File: config.mk
export PLATFORM = sky130hd
export DESIGN_NAME = addressing_decode
export DESIGN_NICKNAME = d
export VERILOG_FILES = /design/src/hw/addr_pkg.sv /design/src/hw/modrm_window_select.sv /design/src/hw/decode_16.sv /design/src/hw/decode_32.sv /design/src/hw/addr_mode_merge.sv /design/src/hw/addressing_decode.sv
export SDC_FILE = /design/constraint.sdc
export NUM_CORES = 1
export LEC_CHECK = 0
export ABC_AREA = 1
export ABC_CLOCK_PERIOD_IN_PS = 3600
export BUFFER_PORTS_ARGS = -buffer_cell sky130_fd_sc_hd__buf_4
export CORE_AREA = 2 2 112 60
export DETAILED_ROUTE_END_ITERATION = 16
export DIE_AREA = 0 0 114 62
export GPL_TIMING_DRIVEN = 0
export SYNTH_ARGS = -nofsm -noshare
export SYNTH_HDL_FRONTEND = slang
export SYNTH_SLANG_ARGS = --single-unit
File: constraint.sdc
create_clock -name clk -period 3.6 [get_ports clk]
set_clock_uncertainty 0.1 [all_clocks]
set_input_delay 0.18 -clock clk [delete_from_list [all_inputs] [get_ports clk]]
set_output_delay 0.18 -clock clk [all_outputs]
set_load 0.03 [all_outputs]
File: src/hw/addr_pkg.sv
package addr_pkg;

    localparam int byte_w = 8;
    localparam int reg_w = 3;

    typedef logic [byte_w-1:0] byte_t;
    typedef logic [reg_w-1:0] reg_code_t;

    // 16-bit register numbers
    localparam reg_code_t reg_bx = 3'd3;
    localparam reg_code_t reg_bp = 3'd5;
    localparam reg_code_t reg_si = 3'd6;
    localparam reg_code_t reg_di = 3'd7;

    // modrm field values with special meaning
    localparam logic [1:0] mod_esc = 2'd3;
    localparam reg_code_t rm_sib = 3'd4;
    localparam reg_code_t rm_disp32 = 3'd5;
    localparam reg_code_t rm_disp16 = 3'd6;

    typedef struct packed {
        byte_t modrm;
        byte_t sib;
    } modrm_bytes_t;

    // modrm + sib + displacement
    typedef struct packed {
        logic [2:0] mem_len;
        logic [2:0] disp_len;
        reg_code_t base_reg;
        logic use_base;
        reg_code_t index_reg;
        logic use_index;
        logic [1:0] scale_shift;
        logic has_sib;
        logic [1:0] pad;
    } addr_fields_t;

endpackage

File: src/hw/modrm_window_select.sv
module modrm_window_select #(
    parameter int max_prefixes = 3
) (
    input addr_pkg::byte_t [0:max_prefixes+2] window,
    input logic [$clog2(max_prefixes+1)-1:0] prefix_count,
    input logic two_byte_op,
    output addr_pkg::modrm_bytes_t bytes
);
    import addr_pkg::*;

    localparam int win_len = max_prefixes + 3;
    localparam int pos_w = $clog2(win_len);

    logic [pos_w-1:0] modrm_pos;
    logic [pos_w-1:0] sib_pos;

    // prefixes first, then the second opcode byte if there is one
    assign modrm_pos = pos_w'(prefix_count) + pos_w'(two_byte_op);
    assign sib_pos = modrm_pos + pos_w'(1);

    always_comb begin
        bytes = '0;
        for (int i = 0; i < win_len; i++) begin
            if (modrm_pos == pos_w'(i)) begin
                bytes.modrm = window[i];
            end
            if (sib_pos == pos_w'(i)) begin
                bytes.sib = window[i];
            end
        end
    end

endmodule

File: src/hw/decode_16.sv
module decode_16 (
    input addr_pkg::modrm_bytes_t bytes,
    output addr_pkg::addr_fields_t fields
);
    import addr_pkg::*;

    logic [1:0] mod_bits;
    reg_code_t rm;

    assign mod_bits = bytes.modrm[7:6];
    assign rm = bytes.modrm[2:0];

    always_comb begin
        fields = '0;

        case (mod_bits)
            2'd1: fields.disp_len = 3'd1;
            2'd2: fields.disp_len = 3'd2;
            mod_esc: fields.disp_len = 3'd0;
            default: fields.disp_len = (rm == rm_disp16) ? 3'd2 : 3'd0;
        endcase
        fields.mem_len = 3'd1 + fields.disp_len;

        if (mod_bits == mod_esc) begin
            // register operand without memory access
            fields.base_reg = rm;
            fields.use_base = 1'b1;
        end else begin
            case (rm)
                3'd0, 3'd1, 3'd2, 3'd3: begin
                    fields.base_reg = rm[1] ? reg_bp : reg_bx;
                    fields.index_reg = rm[0] ? reg_di : reg_si;
                    fields.use_base = 1'b1;
                    fields.use_index = 1'b1;
                end
                3'd4: begin
                    fields.base_reg = reg_si;
                    fields.use_base = 1'b1;
                end
                3'd5: begin
                    fields.base_reg = reg_di;
                    fields.use_base = 1'b1;
                end
                3'd6: begin
                    // mod 0 here is a bare disp16
                    fields.base_reg = reg_bp;
                    fields.use_base = (mod_bits != 2'd0);
                end
                default: begin
                    fields.base_reg = reg_bx;
                    fields.use_base = 1'b1;
                end
            endcase
        end
    end

endmodule

File: src/hw/decode_32.sv
module decode_32 (
    input addr_pkg::modrm_bytes_t bytes,
    output addr_pkg::addr_fields_t fields
);
    import addr_pkg::*;

    logic [1:0] mod_bits;
    reg_code_t rm;
    logic sib_present;
    logic [2:0] disp_len;

    assign mod_bits = bytes.modrm[7:6];
    assign rm = bytes.modrm[2:0];
    assign sib_present = (mod_bits != mod_esc) && (rm == rm_sib);

    always_comb begin
        case (mod_bits)
            2'd0: disp_len = (rm == rm_disp32) ? 3'd4 : 3'd0;
            2'd1: disp_len = 3'd1;
            2'd2: disp_len = 3'd4;
            default: disp_len = 3'd0;
        endcase
    end

    always_comb begin
        fields = '0;
        fields.disp_len = disp_len;
        fields.mem_len = 3'd1 + 3'(sib_present) + disp_len;
        fields.has_sib = sib_present;

        // mod 0 rm 5 is absolute disp32
        fields.use_base = !((mod_bits == 2'd0) && (rm == rm_disp32));

        if (sib_present) begin
            fields.base_reg = bytes.sib[2:0];
            fields.index_reg = bytes.sib[5:3];
            fields.scale_shift = bytes.sib[7:6];
            fields.use_index = 1'b1;
        end else begin
            fields.base_reg = rm;
        end
    end

endmodule

File: src/hw/addr_mode_merge.sv
module addr_mode_merge (
    input logic clk,
    input logic reset,
    input logic in_valid,
    output logic in_ready,
    input logic addr16,
    input logic has_modrm,
    input addr_pkg::addr_fields_t fields_16,
    input addr_pkg::addr_fields_t fields_32,
    output logic out_valid,
    input logic out_ready,
    output addr_pkg::addr_fields_t out_fields
);
    import addr_pkg::*;

    addr_fields_t selected;
    logic accept;

    // stage empties when the consumer takes the held result
    assign in_ready = !out_valid || out_ready;
    assign accept = in_valid && in_ready;

    always_comb begin
        if (!has_modrm) begin
            selected = '0;
        end else if (addr16) begin
            selected = fields_16;
        end else begin
            selected = fields_32;
        end
    end

    always_ff @(posedge clk) begin
        if (reset) begin
            out_valid <= 1'b0;
        end else if (in_ready) begin
            out_valid <= in_valid;
        end
    end

    // result held until accepted downstream
    always_ff @(posedge clk) begin
        if (accept) begin
            out_fields <= selected;
        end
    end

endmodule

File: src/hw/addressing_decode.sv
module addressing_decode #(
    parameter int max_prefixes = 3
) (
    input logic clk,
    input logic reset,

    input logic in_valid,
    output logic in_ready,
    input addr_pkg::byte_t [0:max_prefixes+2] window,
    input logic [$clog2(max_prefixes+1)-1:0] prefix_count,
    input logic two_byte_op,
    input logic has_modrm,
    input logic addr16,

    output logic out_valid,
    input logic out_ready,
    output addr_pkg::addr_fields_t out_fields
);
    import addr_pkg::*;

    modrm_bytes_t modrm_bytes;
    addr_fields_t fields_16;
    addr_fields_t fields_32;

    modrm_window_select #(
        .max_prefixes(max_prefixes)
    ) i_window_select (
        .window(window),
        .prefix_count(prefix_count),
        .two_byte_op(two_byte_op),
        .bytes(modrm_bytes)
    );

    // both widths decoded in parallel
    decode_16 i_decode_16 (
        .bytes(modrm_bytes),
        .fields(fields_16)
    );

    decode_32 i_decode_32 (
        .bytes(modrm_bytes),
        .fields(fields_32)
    );

    addr_mode_merge i_merge (
        .clk(clk),
        .reset(reset),
        .in_valid(in_valid),
        .in_ready(in_ready),
        .addr16(addr16),
        .has_modrm(has_modrm),
        .fields_16(fields_16),
        .fields_32(fields_32),
        .out_valid(out_valid),
        .out_ready(out_ready),
        .out_fields(out_fields)
    );

endmodule

==> impl_metrics.toml <==
[detailed_routing]
drc_errors = 0
wl_per_cell_microns = 13.5
via_count = 2119
drt-vias-per-instance = 4.87
firstDrtPassIters = 5
drt_iter0_drc = 205
routed_wl_microns = 5870
ant_nets = 0

[cells_and_area]
num_antenna_cells = 0
layout-drive-gt1-share_pct = 33.5
area_delta_synth_final_pct = 41.2
finalNetCount = 420
final_util_pct = 42.2
fill_cells = 621

[global_routing]
grt_pass1_vias = 1827
antenna_found_initial = 0
grtUsageTotal_pct = 16.6
grt_max_degree = 18
grt_pass1_wl_microns = 9090
overflow = 0

[cts]
post_cts_buffers = 0
root_buffer = "clkbuf_16"
cts_buffers = 3
cts.sinks = 18
cts_tree = "built"
insertion_delay_ps = 250
htreeDepth = 1
cts_repair_resize_count = 0
clk_pin_slew_worst_paths_ps = 50
clockBufferDepth = 2

[setup_path]
crit_required_ps = 3490
cpPeakStageDelay_ps = 380
crit_path_max_fanout = 10
crit_type = "in -> reg"
start_kind = "input pin"
crit_chain = "buf_4 -> ha_1 -> ha_1 -> nand2_1 -> inv_1 -> ha_1 -> buf_2 -> inv_2 -> nor3_2 -> inv_2 -> clkbuf_1 -> o211ai_1 -> nand3_1 -> o21ai_0 -> nand2_1 -> nand3_1 -> nand2_1"
path_buf_inv = 6
cp_slowest_cell = "nor3_2"
crit_arrival_ps = 2870
critPathTopFamily = "adder cells"
cp-end-kind = "register"

[timing]
fin_crit_sh_pct = 82.9
slew_viol_final = 0
setup_viol = 0
slew_headroom_pct = 35.5
setup_tns_ps = 0
rsz0062_at_grt = "no"
worstMarginPinSlew_ps = 968
setup_slack_ps = 614
min_period_ps = 2990
hold_viol_final = 0
hold_slack_ps = 121
fmax_ghz = 0.335

[placed_design]
hpwl_microns = 5000
portBuffers = 75
gp_congestion = 0.851
place_ws_ps = 358

[synthesis]
async_flop_share_pct = 0
avgSynthCellArea_sq_um = 6.82
muxShareOfSynthArea_pct = 0
synth_compound_area_share_pct = 18.3
synthAdderAreaFrac_pct = 4.69
synth_edf_count = 17
synthSimpleGateAreaFrac_pct = 37.8
synth_top_flop_cell = "edfxtp_1"
ys_warn_count = 0
syn_area_sq_um = 1870
synthXorXnorAreaFrac_pct = 0
ys_ff_latch = 18
ys_seq_area_share_pct = 28.4
synth_top_family_by_area = "simple AND/OR/NAND/NOR gates"
synth_cells = 274
synth_cell_types = 37

[die]
dieArea_sq_um = 7070
std_cell_rows = 21
ioPinCount = 78
core_area_sq_um = 6250
die_h_microns = 62
die_width_microns = 114
start_util_pct = 29.9

[power]
switching_share_pct = 37.4
ir_worst_vdd_uv = 198
switchingPower_uw = 354
cell_internal_pwr_uw = 593
pwr_density_cell_nw_per_um2 = 359
clockPowerShare_pct = 25.6
seqPwrFrac_pct = 27.6
pwr-share-comb_pct = 46.7
p_leak_nw = 1.29
total_power_uw = 946

[worst_hold_path]
hold_path.class = "in -> reg"

[outcome]
status = "complete, no violations"

[job]
maxCapViolCount = 0
-- layout by cell type, fill, tap and decap left out, types with 4 or more instances in the layout --
cell type and count:
o211ai_1 4, a21oi_1 17, nand4_1 7, clkbuf_1 4
o21ai_0 16, edfxtp_1 17, nor2_1 31, nand3_1 37
ha_1 7, buf_4 78, nand2_2 5, inv_1 20
o21ai_1 4, nand2_1 56, inv_2 10
-- metrics by stage --
stage          cell area, sq um  std cells
2_1_floorplan              1870        275
3_3_place_gp               2540        430
3_5_place_dp               2540        430
4_1_cts                    2640        435
5_1_grt                    2640        435
6_report                   2640        435
-- cell families after synthesis --
group / Yosys count
other cells: 1
fa+ha+maj: 7
buf+inv: 44
simple gates: 147
flops: 18
compound gates: 57
-- metal layers --
layer  share of wire [%]  vias up  GRT usage [%]  wire, microns
met3                  11        2           3.69            635
met2                  36       93           22.0           2100
li1                    -     1098              -              -
met5                   0        -              0              0
met1                  53      926           27.3           3120
met4                0.17        0           1.74             10
-- Yosys cell counts (all sizes together) (2+ instances only) --
| master | n | area (sq um) |
|---|---|---|
| buf | 8 | 60.1 |
| o22ai | 3 | 18.8 |
| o31ai | 2 | 15.0 |
| ha | 7 | 87.6 |
| a21oi | 21 | 124 |
| nand3 | 39 | 205 |
| nor2 | 36 | 176 |
| a31oi | 3 | 18.8 |
| edfxtp | 17 | 510 |
| clkbuf | 4 | 15.0 |
| o211ai | 4 | 30.0 |
| inv | 31 | 119 |
| nand2 | 63 | 264 |
| o21ai | 20 | 100 |
| nand4 | 7 | 43.8 |
-- power by group through the flow --
| stage | clock network (mW) | logic, mW | registers (mW) |
|---|---|---|---|
| after global placement | 0 | 0.434 | 0.266 |
| final | 0.243 | 0.442 | 0.262 |
| after global routing | 0.255 | 0.495 | 0.263 |
| after CTS | 0.246 | 0.440 | 0.262 |
| after floorplan | 0 | 0.253 | 0.306 |
| after detailed placement | 0 | 0.438 | 0.266 |
-- final timing paths --
path | start | endpoint | slack (ps) | cells past startpoint
min | in_valid | i_merge.out_valid$_SDFFE_PP0N_ | 120 | 3
max reg2reg | i_merge.out_valid$_SDFFE_PP0N_ | i_merge.out_fields[3]$_SDFFCE_PP0P_ | 2050 | 1
max | prefix_count[0] | i_merge.out_fields[12]$_SDFFCE_PN0P_ | 610 | 17
min reg2reg | i_merge.out_valid$_SDFFE_PP0N_ | i_merge.out_valid$_SDFFE_PP0N_ | 430 | 2
-- layout make-up --
type | instances | area (sq um) | area share [%]
repair buffers | 76 | 573 | 21.7
well taps | 80 | 100 | 3.79
inverters | 32 | 124 | 4.69
flip-flops and latches | 18 | 531 | 20.1
multi-input cells | 213 | 1150 | 43.5
plain buffers | 12 | 75.1 | 2.84
clock buffers | 4 | 88.8 | 3.37
-- repair_timing --
item / 4_1_cts / 5_1_grt
setup endpoints to repair: 0 / 0
hold buffers: 1 / 0
endpoints found under the hold margin: 1 / 0
-- sequential cells by signal, summed over array words and instances, names as in the netlist --
| register | flops |
|---|---|
| i_merge.out_fields | 17 |
| i_merge.out_valid | 1 |
Note: power is estimated with default switching activity, not from simulation.
